==> src/verilog/noc_axi_pkg.sv <==
package noc_axi_pkg;

  localparam int ADDR_W = 32;          // axi and flit address.
  localparam int DATA_W = 32;
  localparam int STRB_W = DATA_W / 8;  // one strobe per byte.
  localparam int ID_X_W = 3;           // mesh column.
  localparam int ID_Y_W = 3;           // mesh row.
  localparam int TAG_W  = 4;           // requester transaction tag.
  localparam int TYPE_W = 2;
  localparam int RESP_W = 2;           // axi xresp encoding.

  typedef logic [ADDR_W-1:0] addr_t;
  typedef logic [DATA_W-1:0] data_t;
  typedef logic [STRB_W-1:0] strb_t;
  typedef logic [ID_X_W-1:0] id_x_t;
  typedef logic [ID_Y_W-1:0] id_y_t;
  typedef logic [TAG_W-1:0]  tag_t;
  typedef logic [TYPE_W-1:0] pkt_type_t;
  typedef logic [RESP_W-1:0] resp_t;

  // requests use the low two codes, responses the high two.
  localparam pkt_type_t PKT_WRITE      = 2'd0;
  localparam pkt_type_t PKT_READ       = 2'd1;
  localparam pkt_type_t PKT_WRITE_RESP = 2'd2;
  localparam pkt_type_t PKT_READ_RESP  = 2'd3;

  // shared by the write and read engines.
  typedef enum logic [1:0] {
    IDLE, // waiting for a request flit.
    ADDR, // address (and write data) channels in flight.
    RESP, // waiting for b or r.
    SEND  // response flit offered to the arbiter.
  } engine_state_e;

endpackage

==> src/verilog/noc_axi_master_adapter.sv <==
`timescale 1ns/1ns

module noc_axi_master_adapter
  import noc_axi_pkg::*;
#(
  parameter bit ARB_ROUND_ROBIN = 1'b0
)(
  input  logic      clk,
  input  logic      i_rst_n,
  input  id_x_t     i_id_x,
  input  id_y_t     i_id_y,
  input  logic      i_req_valid,
  output logic      o_req_ready,
  input  pkt_type_t i_req_type,
  input  id_x_t     i_req_src_x,
  input  id_y_t     i_req_src_y,
  input  tag_t      i_req_tag,
  input  addr_t     i_req_addr,
  input  data_t     i_req_data,
  output logic      o_flit_valid,
  input  logic      i_flit_ready,
  output pkt_type_t o_flit_type,
  output id_x_t     o_flit_src_x,
  output id_y_t     o_flit_src_y,
  output id_x_t     o_flit_dst_x,
  output id_y_t     o_flit_dst_y,
  output tag_t      o_flit_tag,
  output data_t     o_flit_data,
  output resp_t     o_flit_resp,
  output logic      o_awvalid,
  input  logic      i_awready,
  output addr_t     o_awaddr,
  output logic      o_wvalid,
  input  logic      i_wready,
  output data_t     o_wdata,
  output strb_t     o_wstrb,
  input  logic      i_bvalid,
  output logic      o_bready,
  input  resp_t     i_bresp,
  output logic      o_arvalid,
  input  logic      i_arready,
  output addr_t     o_araddr,
  input  logic      i_rvalid,
  output logic      o_rready,
  input  data_t     i_rdata,
  input  resp_t     i_rresp
);

  logic  wr_req_valid;
  logic  wr_req_ready;
  logic  rd_req_valid;
  logic  rd_req_ready;

  logic  wr_resp_valid;
  logic  wr_resp_ready;
  id_x_t wr_resp_dst_x;
  id_y_t wr_resp_dst_y;
  id_x_t wr_resp_src_x;
  id_y_t wr_resp_src_y;
  tag_t  wr_resp_tag;
  resp_t wr_resp_code;

  logic  rd_resp_valid;
  logic  rd_resp_ready;
  id_x_t rd_resp_dst_x;
  id_y_t rd_resp_dst_y;
  id_x_t rd_resp_src_x;
  id_y_t rd_resp_src_y;
  tag_t  rd_resp_tag;
  resp_t rd_resp_code;
  data_t rd_resp_data;

  noc_flit_demux u_demux (
    .i_req_valid (i_req_valid  ),
    .o_req_ready (o_req_ready  ),
    .i_req_type  (i_req_type   ),
    .i_wr_ready  (wr_req_ready ),
    .i_rd_ready  (rd_req_ready ),
    .o_wr_valid  (wr_req_valid ),
    .o_rd_valid  (rd_req_valid )
  );

  // request payload fans out to both engines.
  noc_axi_write_engine u_write_engine (
    .clk          (clk           ),
    .i_rst_n      (i_rst_n       ),
    .i_id_x       (i_id_x        ),
    .i_id_y       (i_id_y        ),
    .i_valid      (wr_req_valid  ),
    .o_ready      (wr_req_ready  ),
    .i_src_x      (i_req_src_x   ),
    .i_src_y      (i_req_src_y   ),
    .i_tag        (i_req_tag     ),
    .i_addr       (i_req_addr    ),
    .i_data       (i_req_data    ),
    .o_awvalid    (o_awvalid     ),
    .i_awready    (i_awready     ),
    .o_awaddr     (o_awaddr      ),
    .o_wvalid     (o_wvalid      ),
    .i_wready     (i_wready      ),
    .o_wdata      (o_wdata       ),
    .o_wstrb      (o_wstrb       ),
    .i_bvalid     (i_bvalid      ),
    .o_bready     (o_bready      ),
    .i_bresp      (i_bresp       ),
    .o_resp_valid (wr_resp_valid ),
    .i_resp_ready (wr_resp_ready ),
    .o_resp_dst_x (wr_resp_dst_x ),
    .o_resp_dst_y (wr_resp_dst_y ),
    .o_resp_src_x (wr_resp_src_x ),
    .o_resp_src_y (wr_resp_src_y ),
    .o_resp_tag   (wr_resp_tag   ),
    .o_resp_code  (wr_resp_code  )
  );

  noc_axi_read_engine u_read_engine (
    .clk          (clk           ),
    .i_rst_n      (i_rst_n       ),
    .i_id_x       (i_id_x        ),
    .i_id_y       (i_id_y        ),
    .i_valid      (rd_req_valid  ),
    .o_ready      (rd_req_ready  ),
    .i_src_x      (i_req_src_x   ),
    .i_src_y      (i_req_src_y   ),
    .i_tag        (i_req_tag     ),
    .i_addr       (i_req_addr    ),
    .o_arvalid    (o_arvalid     ),
    .i_arready    (i_arready     ),
    .o_araddr     (o_araddr      ),
    .i_rvalid     (i_rvalid      ),
    .o_rready     (o_rready      ),
    .i_rdata      (i_rdata       ),
    .i_rresp      (i_rresp       ),
    .o_resp_valid (rd_resp_valid ),
    .i_resp_ready (rd_resp_ready ),
    .o_resp_dst_x (rd_resp_dst_x ),
    .o_resp_dst_y (rd_resp_dst_y ),
    .o_resp_src_x (rd_resp_src_x ),
    .o_resp_src_y (rd_resp_src_y ),
    .o_resp_tag   (rd_resp_tag   ),
    .o_resp_code  (rd_resp_code  ),
    .o_resp_data  (rd_resp_data  )
  );

  noc_resp_arbiter #(
    .ARB_ROUND_ROBIN (ARB_ROUND_ROBIN )
  ) u_resp_arbiter (
    .clk          (clk           ),
    .i_rst_n      (i_rst_n       ),
    .i_wr_valid   (wr_resp_valid ),
    .o_wr_ready   (wr_resp_ready ),
    .i_wr_dst_x   (wr_resp_dst_x ),
    .i_wr_dst_y   (wr_resp_dst_y ),
    .i_wr_src_x   (wr_resp_src_x ),
    .i_wr_src_y   (wr_resp_src_y ),
    .i_wr_tag     (wr_resp_tag   ),
    .i_wr_resp    (wr_resp_code  ),
    .i_rd_valid   (rd_resp_valid ),
    .o_rd_ready   (rd_resp_ready ),
    .i_rd_dst_x   (rd_resp_dst_x ),
    .i_rd_dst_y   (rd_resp_dst_y ),
    .i_rd_src_x   (rd_resp_src_x ),
    .i_rd_src_y   (rd_resp_src_y ),
    .i_rd_tag     (rd_resp_tag   ),
    .i_rd_resp    (rd_resp_code  ),
    .i_rd_data    (rd_resp_data  ),
    .o_flit_valid (o_flit_valid  ),
    .i_flit_ready (i_flit_ready  ),
    .o_flit_type  (o_flit_type   ),
    .o_flit_src_x (o_flit_src_x  ),
    .o_flit_src_y (o_flit_src_y  ),
    .o_flit_dst_x (o_flit_dst_x  ),
    .o_flit_dst_y (o_flit_dst_y  ),
    .o_flit_tag   (o_flit_tag    ),
    .o_flit_data  (o_flit_data   ),
    .o_flit_resp  (o_flit_resp   )
  );

endmodule

==> src/verilog/noc_axi_read_engine.sv <==
`timescale 1ns/1ns

module noc_axi_read_engine
  import noc_axi_pkg::*;
(
  input  logic  clk,
  input  logic  i_rst_n,
  input  id_x_t i_id_x,
  input  id_y_t i_id_y,
  input  logic  i_valid,
  output logic  o_ready,
  input  id_x_t i_src_x,
  input  id_y_t i_src_y,
  input  tag_t  i_tag,
  input  addr_t i_addr,
  output logic  o_arvalid,
  input  logic  i_arready,
  output addr_t o_araddr,
  input  logic  i_rvalid,
  output logic  o_rready,
  input  data_t i_rdata,
  input  resp_t i_rresp,
  output logic  o_resp_valid,
  input  logic  i_resp_ready,
  output id_x_t o_resp_dst_x,
  output id_y_t o_resp_dst_y,
  output id_x_t o_resp_src_x,
  output id_y_t o_resp_src_y,
  output tag_t  o_resp_tag,
  output resp_t o_resp_code,
  output data_t o_resp_data
);

  engine_state_e state;
  addr_t         addr_q;
  id_x_t         src_x_q;
  id_y_t         src_y_q;
  tag_t          tag_q;
  data_t         rdata_q;
  resp_t         rresp_q;

  always_ff @(posedge clk or negedge i_rst_n) begin
    if (!i_rst_n) begin
      state     <= IDLE;
      o_arvalid <= 1'b0;
    end else begin
      case (state)
        IDLE: begin
          if (i_valid) begin
            state     <= ADDR;
            o_arvalid <= 1'b1;
          end
        end
        ADDR: begin
          if (i_arready) begin // arvalid is high throughout addr.
            state     <= RESP;
            o_arvalid <= 1'b0;
          end
        end
        RESP: begin
          if (i_rvalid) begin
            state <= SEND;
          end
        end
        SEND: begin
          if (i_resp_ready) begin
            state <= IDLE;
          end
        end
        default: state <= IDLE;
      endcase
    end
  end

  always_ff @(posedge clk) begin
    if (state == IDLE && i_valid) begin
      addr_q  <= i_addr;
      src_x_q <= i_src_x;
      src_y_q <= i_src_y;
      tag_q   <= i_tag;
    end
    if (state == RESP && i_rvalid) begin // r handshake cycle.
      rdata_q <= i_rdata;
      rresp_q <= i_rresp;
    end
  end

  assign o_ready  = (state == IDLE);
  assign o_rready = (state == RESP);
  assign o_araddr = addr_q;

  assign o_resp_valid = (state == SEND);
  assign o_resp_dst_x = src_x_q;
  assign o_resp_dst_y = src_y_q;
  assign o_resp_src_x = i_id_x;
  assign o_resp_src_y = i_id_y;
  assign o_resp_tag   = tag_q;
  assign o_resp_code  = rresp_q;
  assign o_resp_data  = rdata_q;

endmodule

==> src/verilog/noc_axi_write_engine.sv <==
`timescale 1ns/1ns

module noc_axi_write_engine
  import noc_axi_pkg::*;
(
  input  logic  clk,
  input  logic  i_rst_n,
  input  id_x_t i_id_x,
  input  id_y_t i_id_y,
  input  logic  i_valid,
  output logic  o_ready,
  input  id_x_t i_src_x,
  input  id_y_t i_src_y,
  input  tag_t  i_tag,
  input  addr_t i_addr,
  input  data_t i_data,
  output logic  o_awvalid,
  input  logic  i_awready,
  output addr_t o_awaddr,
  output logic  o_wvalid,
  input  logic  i_wready,
  output data_t o_wdata,
  output strb_t o_wstrb,
  input  logic  i_bvalid,
  output logic  o_bready,
  input  resp_t i_bresp,
  output logic  o_resp_valid,
  input  logic  i_resp_ready,
  output id_x_t o_resp_dst_x,
  output id_y_t o_resp_dst_y,
  output id_x_t o_resp_src_x,
  output id_y_t o_resp_src_y,
  output tag_t  o_resp_tag,
  output resp_t o_resp_code
);

  engine_state_e state;
  addr_t         addr_q;
  data_t         data_q;
  id_x_t         src_x_q;
  id_y_t         src_y_q;
  tag_t          tag_q;
  resp_t         bresp_q;
  logic          aw_left; // aw still pending after this cycle.
  logic          w_left;  // w still pending after this cycle.

  // aw and w may complete in either order.
  assign aw_left = o_awvalid && !i_awready;
  assign w_left  = o_wvalid && !i_wready;

  always_ff @(posedge clk or negedge i_rst_n) begin
    if (!i_rst_n) begin
      state     <= IDLE;
      o_awvalid <= 1'b0;
      o_wvalid  <= 1'b0;
    end else begin
      case (state)
        IDLE: begin
          if (i_valid) begin
            state     <= ADDR;
            o_awvalid <= 1'b1;
            o_wvalid  <= 1'b1;
          end
        end
        ADDR: begin
          o_awvalid <= aw_left;
          o_wvalid  <= w_left;
          if (!aw_left && !w_left) begin
            state <= RESP;
          end
        end
        RESP: begin
          if (i_bvalid) begin
            state <= SEND;
          end
        end
        SEND: begin
          if (i_resp_ready) begin
            state <= IDLE;
          end
        end
        default: state <= IDLE;
      endcase
    end
  end

  always_ff @(posedge clk) begin
    if (state == IDLE && i_valid) begin
      addr_q  <= i_addr;
      data_q  <= i_data;
      src_x_q <= i_src_x;
      src_y_q <= i_src_y;
      tag_q   <= i_tag;
    end
    if (state == RESP && i_bvalid) begin
      bresp_q <= i_bresp;
    end
  end

  assign o_ready  = (state == IDLE);
  assign o_bready = (state == RESP);
  assign o_awaddr = addr_q;
  assign o_wdata  = data_q;
  assign o_wstrb  = '1; // full-word writes only.

  assign o_resp_valid = (state == SEND);
  assign o_resp_dst_x = src_x_q; // back to the requester.
  assign o_resp_dst_y = src_y_q;
  assign o_resp_src_x = i_id_x;
  assign o_resp_src_y = i_id_y;
  assign o_resp_tag   = tag_q;
  assign o_resp_code  = bresp_q;

endmodule

==> src/verilog/noc_flit_demux.sv <==
`timescale 1ns/1ns

module noc_flit_demux
  import noc_axi_pkg::*;
(
  input  logic      i_req_valid,
  output logic      o_req_ready,
  input  pkt_type_t i_req_type,
  input  logic      i_wr_ready,
  input  logic      i_rd_ready,
  output logic      o_wr_valid,
  output logic      o_rd_valid
);

  logic is_write;
  logic is_read;

  assign is_write = (i_req_type == PKT_WRITE);
  assign is_read  = (i_req_type == PKT_READ);

  assign o_wr_valid = i_req_valid && is_write;
  assign o_rd_valid = i_req_valid && is_read;

  // unknown and response types are swallowed here.
  always_comb begin
    case (i_req_type)
      PKT_WRITE: o_req_ready = i_wr_ready;
      PKT_READ:  o_req_ready = i_rd_ready;
      default:   o_req_ready = 1'b1; // drain without forwarding.
    endcase
  end

endmodule

==> src/verilog/noc_resp_arbiter.sv <==
`timescale 1ns/1ns

module noc_resp_arbiter
  import noc_axi_pkg::*;
#(
  parameter bit ARB_ROUND_ROBIN = 1'b0
)(
  input  logic      clk,
  input  logic      i_rst_n,
  input  logic      i_wr_valid,
  output logic      o_wr_ready,
  input  id_x_t     i_wr_dst_x,
  input  id_y_t     i_wr_dst_y,
  input  id_x_t     i_wr_src_x,
  input  id_y_t     i_wr_src_y,
  input  tag_t      i_wr_tag,
  input  resp_t     i_wr_resp,
  input  logic      i_rd_valid,
  output logic      o_rd_ready,
  input  id_x_t     i_rd_dst_x,
  input  id_y_t     i_rd_dst_y,
  input  id_x_t     i_rd_src_x,
  input  id_y_t     i_rd_src_y,
  input  tag_t      i_rd_tag,
  input  resp_t     i_rd_resp,
  input  data_t     i_rd_data,
  output logic      o_flit_valid,
  input  logic      i_flit_ready,
  output pkt_type_t o_flit_type,
  output id_x_t     o_flit_src_x,
  output id_y_t     o_flit_src_y,
  output id_x_t     o_flit_dst_x,
  output id_y_t     o_flit_dst_y,
  output tag_t      o_flit_tag,
  output data_t     o_flit_data,
  output logic [RESP_W-1:0] o_flit_resp
);

  logic grant_valid;
  logic grant_rd; // 1 selects the read engine.
  logic last_rd;  // previous winner, round robin only.
  logic pick_rd;
  logic xfer;

  always_comb begin
    if (i_wr_valid && i_rd_valid) begin
      pick_rd = ARB_ROUND_ROBIN ? !last_rd : 1'b0; // fixed mode favors writes.
    end else begin
      pick_rd = i_rd_valid;
    end
  end

  assign xfer = o_flit_valid && i_flit_ready;

  always_ff @(posedge clk or negedge i_rst_n) begin
    if (!i_rst_n) begin
      grant_valid <= 1'b0;
      grant_rd    <= 1'b0;
      last_rd     <= 1'b0;
    end else if (!grant_valid) begin
      if (i_wr_valid || i_rd_valid) begin
        grant_valid <= 1'b1;
        grant_rd    <= pick_rd;
      end
    end else if (xfer) begin
      grant_valid <= 1'b0;
      last_rd     <= grant_rd;
    end
  end

  assign o_wr_ready = grant_valid && !grant_rd && i_flit_ready;
  assign o_rd_ready = grant_valid && grant_rd && i_flit_ready;

  // output follows the granted engine.
  assign o_flit_valid = grant_valid && (grant_rd ? i_rd_valid : i_wr_valid);
  assign o_flit_type  = grant_rd ? PKT_READ_RESP : PKT_WRITE_RESP;
  assign o_flit_src_x = grant_rd ? i_rd_src_x : i_wr_src_x;
  assign o_flit_src_y = grant_rd ? i_rd_src_y : i_wr_src_y;
  assign o_flit_dst_x = grant_rd ? i_rd_dst_x : i_wr_dst_x;
  assign o_flit_dst_y = grant_rd ? i_rd_dst_y : i_wr_dst_y;
  assign o_flit_tag   = grant_rd ? i_rd_tag : i_wr_tag;
  assign o_flit_data  = grant_rd ? i_rd_data : '0; // writes carry no data.
  assign o_flit_resp  = grant_rd ? i_rd_resp : i_wr_resp;

endmodule
==> config.mk <==
export PLATFORM = sky130hd
export DESIGN_NAME = noc_axi_master_adapter
export DESIGN_NICKNAME = d
export VERILOG_FILES = /design/src/verilog/noc_axi_pkg.sv /design/src/verilog/noc_axi_master_adapter.sv /design/src/verilog/noc_axi_read_engine.sv /design/src/verilog/noc_axi_write_engine.sv /design/src/verilog/noc_flit_demux.sv /design/src/verilog/noc_resp_arbiter.sv
export SDC_FILE = /design/constraint.sdc
export NUM_CORES = 1
export LEC_CHECK = 0
export BUFFER_PORTS_ARGS = -buffer_cell sky130_fd_sc_hd__buf_4
export CAP_MARGIN = 20
export CELL_PAD_IN_SITES_DETAIL_PLACEMENT = 1
export CELL_PAD_IN_SITES_GLOBAL_PLACEMENT = 1
export CORE_UTILIZATION = 33
export CTS_BUF_LIST = sky130_fd_sc_hd__clkbuf_16
export CTS_CLUSTER_SIZE = 25
export DETAILED_ROUTE_END_ITERATION = 8
export GPL_TIMING_DRIVEN = 1
export HOLD_SLACK_MARGIN = 0.06
export PLACE_DENSITY = 0.86
export SLEW_MARGIN = 20
export SYNTH_ARGS = -nofsm -noshare
export SYNTH_HDL_FRONTEND = slang
export SYNTH_SLANG_ARGS = --single-unit
==> constraint.sdc <==
create_clock -name clk -period 4.39 [get_ports clk]
set_input_delay 0.2195 -clock clk [delete_from_list [all_inputs] [get_ports clk]]
set_output_delay 0.2195 -clock clk [all_outputs]
set_load 0.02 [all_outputs]
After elaboration in Yosys (flattened, before gate mapping):

Cells that the tools add are included.

* register bits: 161
* bits of input ports: 127
* output and inout port bits: 159
* logic and storage cells: 95

* equal/unequal tests: 15
* multiplexer cells: 28
* bitwise logic cells: 1
* reduce and logical (&&, ||, !) cells: 32

Operators with widths (number)
* $mux 32: 1
* $mux 2: 9
* $logic_and 1x1->1: 16
* $pmux 2 s4: 2
* $ne 2x2->1 const B: 5
* $mux 1: 9
* $eq 2x2->1 const B: 4
* $pmux 1 s2: 4
* $reduce_and 4->1: 2
* $eq 2x1->1 const B: 3
* $logic_not 2->1: 3
* $mux 3: 2
* $ne 2x1->1 const B: 3
* $logic_not 1->1: 5
* $mux 4: 1
* $reduce_and 2->1: 2
* $reduce_bool 2->1: 2
* $reduce_and 3->1: 1
* $logic_or 1x1->1: 1
* $not 1->1: 1

Logic depth before layout (Yosys ltp):

* depth after elaboration: 6
* gate-level depth with buffers: 5
* mapped depth without buffers: 5

Modules after synthesis:

A second synthesis with hierarchy kept.

* cells, all modules: 295
* area, all modules: 5889.4 µm²

Modules (own cells, without submodules)
* noc_axi_write_engine: times used 1, cells an instance 117, area an instance 2642.5 µm², seq. area each 2382.3 µm²
* noc_axi_read_engine: times used 1, cells an instance 104, area an instance 2573.7 µm², seq. area each 2357.3 µm²
* noc_resp_arbiter: times used 1, cells an instance 70, area an instance 640.6 µm², seq. area each 50.0 µm²
* noc_flit_demux: times used 1, cells an instance 4, area an instance 32.5 µm², seq. area each 0.0 µm²

Worst setup path before layout:

Ideal clock, no wire load.

* path kind: reg2reg
* start point: register u_write_engine.state[0]
* end point: register u_write_engine.addr_q[0], in the netlist u_write_engine.o_awaddr[0] (enable)
* library setup time: 0.507 ns
* arrival time: 3.851 ns
* data required time: 3.883 ns
* path slack: 0.033 ns
* cell stages (with the launch flop): 5
* path buffers: 0
* clock period less this slack: 4.357 ns
* cell sequence: dfrtp_1 > inv_1 > ha_1 > inv_1 > nor2_1

* word-level cells in the longest chain between the ends: 2

RTL lines
* from (decl): RTL line noc_axi_write_engine.sv:37 `engine_state_e state;`
* from (signal assigned): RTL line noc_axi_write_engine.sv:53 `state <= IDLE;`
* from (signal assigned): RTL line noc_axi_write_engine.sv:60 `state <= ADDR;`
* from (signal assigned): RTL line noc_axi_write_engine.sv:69 `state <= RESP;`
* $logic_not 2->1: RTL line noc_axi_write_engine.sv:88 `if (state == IDLE && i_valid) begin`
* $logic_and 1x1->1: RTL line noc_axi_write_engine.sv:88
* to (signal assigned): RTL line noc_axi_write_engine.sv:89 `addr_q <= i_addr;`
* to (decl): RTL line noc_axi_write_engine.sv:38 `addr_t addr_q;`

Every way passes these cells.
A chain may end at the register's enable or synchronous reset.

Worst setup path in the final report:

* start point: register u_write_engine.state[0]
* end point: register u_write_engine.tag_q[2], in the netlist u_write_engine.o_resp_tag[2] (enable)

* word-level cells in the longest chain between the ends: 2

RTL lines
* $logic_not 2->1: RTL line noc_axi_write_engine.sv:88
* $logic_and 1x1->1: RTL line noc_axi_write_engine.sv:88
* to (signal assigned): RTL line noc_axi_write_engine.sv:93 `tag_q <= i_tag;`
* to (decl): RTL line noc_axi_write_engine.sv:42 `tag_t tag_q;`

Every way passes these cells.

==> results.txt <==
----------------------------------------------------
[Outcome]
  Status ... completed

[Global routing]
  Pin count of the biggest net entering global routing ... 75
  Vias in the first global route ... 4626
  Global-route wire length before repair ... 27700 um
  Overall Global Routing Usage ... 21.3%
  Residual overflow from global routing ... 0
  Number of antenna violations at the first check in global routing ... 1

[Logic synthesis]
  Sequential element share of the synthesized area ... 84.6%
  Fraction of the mapped netlist area in adder cells ... 1.99%
  Mean post-synth cell area ... 19.8 um^2
  Cell variety after synth ... 30
  Multiplexer share of the synthesized area ... 3.21%
  Combinational family with the most area after synthesis ... simple AND/OR/NAND/NOR gates
  Yosys reg bits ... 161
  Synthesized-area fraction occupied by ao, oa, aoi and oai cells ... 1.84%
  Post-Synth XOR/XNOR Area ... 0%
  Post-synthesis cell count ... 286
  Area of the mapped netlist ... 5660 um^2
  Post-Synth Simple-Gate Area ... 5.57%
  Number of synthesis warnings ... 0

[Setup path]
  Depth of the most critical reg-to-reg path ... 5
  Data required time at the worst endpoint ... 4420 ps
  Capturing element type of the critical path ... flip-flop
  Peak fanout along the critical path ... 74
  Worst R2R End ... u_write_engine.o_resp_tag[2]
  Crit path launch type ... flip-flop
  Worst setup path class ... reg -> reg
  Data arrival time of the critical path ... 2250 ps
  Critical Path Sink ... u_write_engine.o_resp_tag[2]
  Flop2flop setup slack ... 2160 ps
  Startpoint of the worst setup timing path ... u_write_engine.state[0]
  Source of the worst register-to-register timing path ... u_write_engine.state[0]

[Clock network]
  TritonCTS clock tree ... yes
  Count of buffers added by post-CTS timing repair for setup ... 0
  Worst-path clk slew ... 60 ps
  Worst-case clock buffer depth ... 2
  CTS root buffer ... clkbuf_16
  Clock sink count ... 161
  Post_cts resized ... 0
  CTS buffer count ... 17
  Clock latency of the later-clocked register in the worst-skew pair ... 420 ps
  Clock H-tree levels ... 4
  Hold-fix buffer count after cts ... 111

[Power and ir drop]
  Worst-case vdd ir drop ... 0.000263 V
  Total power per unit cell area ... 489 nW/um^2
  P_leak ... 3.93 nW

[Timing]
  Worst Hold Slack ... 93.3 ps
  Achievable Freq ... 449 MHz
  Post-Route Setup TNS ... 0 ps
  RSZ-0062 raised after global routing ... no
  Slew margin rel. ... 30.8%
  Final slew viol count ... 0
  Hold Violations, Final ... 0
  Final setup viols ... 0
  Worst Clk Skew ... 14.0 ps
  Shortest clock period the worst path allows after layout ... 2230 ps
  Share of the clock period used by the worst path ... 50.7%
  Worst-margin pin slew ... 1040 ps

[Die]
  Full die area ... 17700 um^2
  Core Box Area ... 16600 um^2
  Height of the die ... 133 um
  Starting utilization of the core area ... 34.0%
  Number of ports placed on the die boundary ... 286
  Number of rows created at floorplan ... 47
  Horizontal extent of the die ... 133 um

[Drt]
  Final Routed Wirelength ... 18500 um
  Count of vias placed by the detailed router ... 4023
  First drt pass iteration count ... 4
  Number of remaining DRC errors ... 0
  Routed length per instance ... 20.3 um
  DR iter-0 viols ... 115
  Antenna-violating nets left ... 0
  Post-detailed-route via-to-cell ratio ... 4.43

[Placement]
  Final estimated routing congestion in global placement ... 0.809
  IO buf count ... 268
  Placed wire-length estimate ... 10900 um

[Min path]
  Type of the most critical hold path ... in -> reg

[Cells and area]
  Fraction of layout cells with a size suffix above 1 ... 44.8%
  Fill cell instance count of the final layout ... 1565
  Net count, final ... 811
  Syn-to-layout area delta ... 69.0%

[Job]
  Reported max-cap violation count ... 0

----------------------------------------------------
==> power breakdown <==
| group | leakage (nW) | switching, W | internal, W | total, W |
|---|---|---|---|---|
| Sequential | 1.48 | 0.0000866 | 0.00186 | 0.00195 |
| Combinational | 2.16 | 0.000728 | 0.000585 | 0.00131 |
| Clock | 0.285 | 0.000630 | 0.000789 | 0.00142 |
==> kinds of logic (layout without fill, tap and decap cells) <==
kind of cell             after synthesis  in the layout
buffers and inverters                 28            426
flip-flops                           161            161
other                                  1              6
multiplexers                          16             16
AND/OR/NAND/NOR                       56             56
AO/OA/AOI/OAI                         15             15
adder cells (fa/ha/maj)                9              9
==> synth_stat cells <==
master,count,share of area [%]
o211ai_1,1,0.13
clkbuf_1,3,0.20
nand3b_1,1,0.13
o21ai_1,3,0.27
buf_2,2,0.18
nand3_1,1,0.088
o2111ai_2,1,0.27
and2_1,34,3.8
mux2_4,1,0.27
o32a_1,1,0.18
nor2_1,6,0.40
inv_1,9,0.60
ha_1,9,2.0
buf_4,12,1.6
edfxtp_1,152,81
a222oi_1,1,0.18
a22o_1,1,0.15
dfrtp_1,9,4.0
mux2i_1,2,0.35
inv_2,1,0.066
mux2_1,13,2.6
nor2b_1,2,0.22
nand2_1,10,0.66
conb_1,1,0.066
a22oi_1,1,0.13
clkinv_1,1,0.066
or3b_4,1,0.20
o21ai_0,2,0.18
a21oi_1,4,0.35
nand2_2,1,0.11
==> state kept, by name (all words and copies together) (netlist names) <==
name,flops
u_resp_arbiter.grant_rd,1
u_read_engine.o_resp_code,2
u_read_engine.o_resp_dst_y,3
u_write_engine.o_resp_dst_y,3
u_write_engine.o_wvalid,1
u_resp_arbiter.grant_valid,1
u_read_engine.o_arvalid,1
u_write_engine.o_awaddr,32
u_write_engine.o_resp_tag,4
u_write_engine.o_wdata,32
u_read_engine.o_resp_tag,4
u_read_engine.o_resp_data,32
u_read_engine.o_resp_dst_x,3
u_read_engine.state,2
u_read_engine.o_araddr,32
u_write_engine.state,2
u_write_engine.o_resp_dst_x,3
u_write_engine.o_resp_code,2
u_write_engine.o_awvalid,1
==> critical path: stages (launching register included) <==
cell and delay [ps]:
dfrtp_1 400, inv_1 140, ha_1 230, inv_1 120, nor2_4 110, buf_4 740
==> per-layer routing <==
layer	up-vias	wire, um	track usage, %
li1	1824	-	-
met1	1966	7110	24.1
met2	215	9560	38.1
met3	18	1590	7.28
met4	0	217	5.81
met5	-	0	0
==> worst min path at each step <==
stage | to | slack [ps] | cells after the start | start
2_1_floorplan | u_read_engine.o_arvalid | -80 | 0 | i_rst_n
3_3_place_gp | u_write_engine.o_awvalid | 50 | 1 | i_rst_n
3_5_place_dp | u_write_engine.o_awvalid | 50 | 1 | i_rst_n
4_1_cts | u_write_engine.o_awvalid | 70 | 4 | i_awready
5_1_grt | u_write_engine.o_awvalid | 110 | 4 | i_awready
6_report | u_write_engine.o_awvalid | 90 | 4 | i_awready
==> placed cells by master, fill, tap and decap left out, types with 3 or more instances in the layout <==
cell type / instances
buf_4: 272
edfxtp_1: 152
dlygate4sd3_1: 111
and2_1: 34
clkbuf_16: 17
mux2_1: 13
inv_1: 11
nand2_1: 10
ha_1: 9
dfrtp_1: 9
conb_1: 5
inv_6: 5
nor2_1: 4
a21oi_1: 4
o21ai_1: 3
clkinv_4: 3
==> cell type report <==
cell class / instances / area [um^2] / area share [%]
inverters: 11 / 41.3 / 0.432
diodes: 1 / 2.50 / 0.0262
clock inverters: 15 / 133 / 1.39
multi-input cells: 101 / 747 / 7.81
clock buffers: 17 / 425 / 4.45
well taps: 220 / 275 / 2.88
flip-flops and latches: 161 / 4790 / 50.1
repair buffers: 383 / 3150 / 33.0
==> per-stage QoR <==
step	total power, W	worst slack [ps]	instances	cell area (um^2)	utilization [%]
after floorplan	0.00266	32.5	290	5670	-
after global placement	0.00314	2280	765	7900	47.4
after detailed placement	0.00320	2150	765	7900	47.4
after CTS	0.00470	2140	908	9560	57.5
after global routing	0.00488	2050	909	9570	57.5
final	0.00468	2160	909	9570	57.5
No activity file was read; power rests on OpenSTA's default activity.
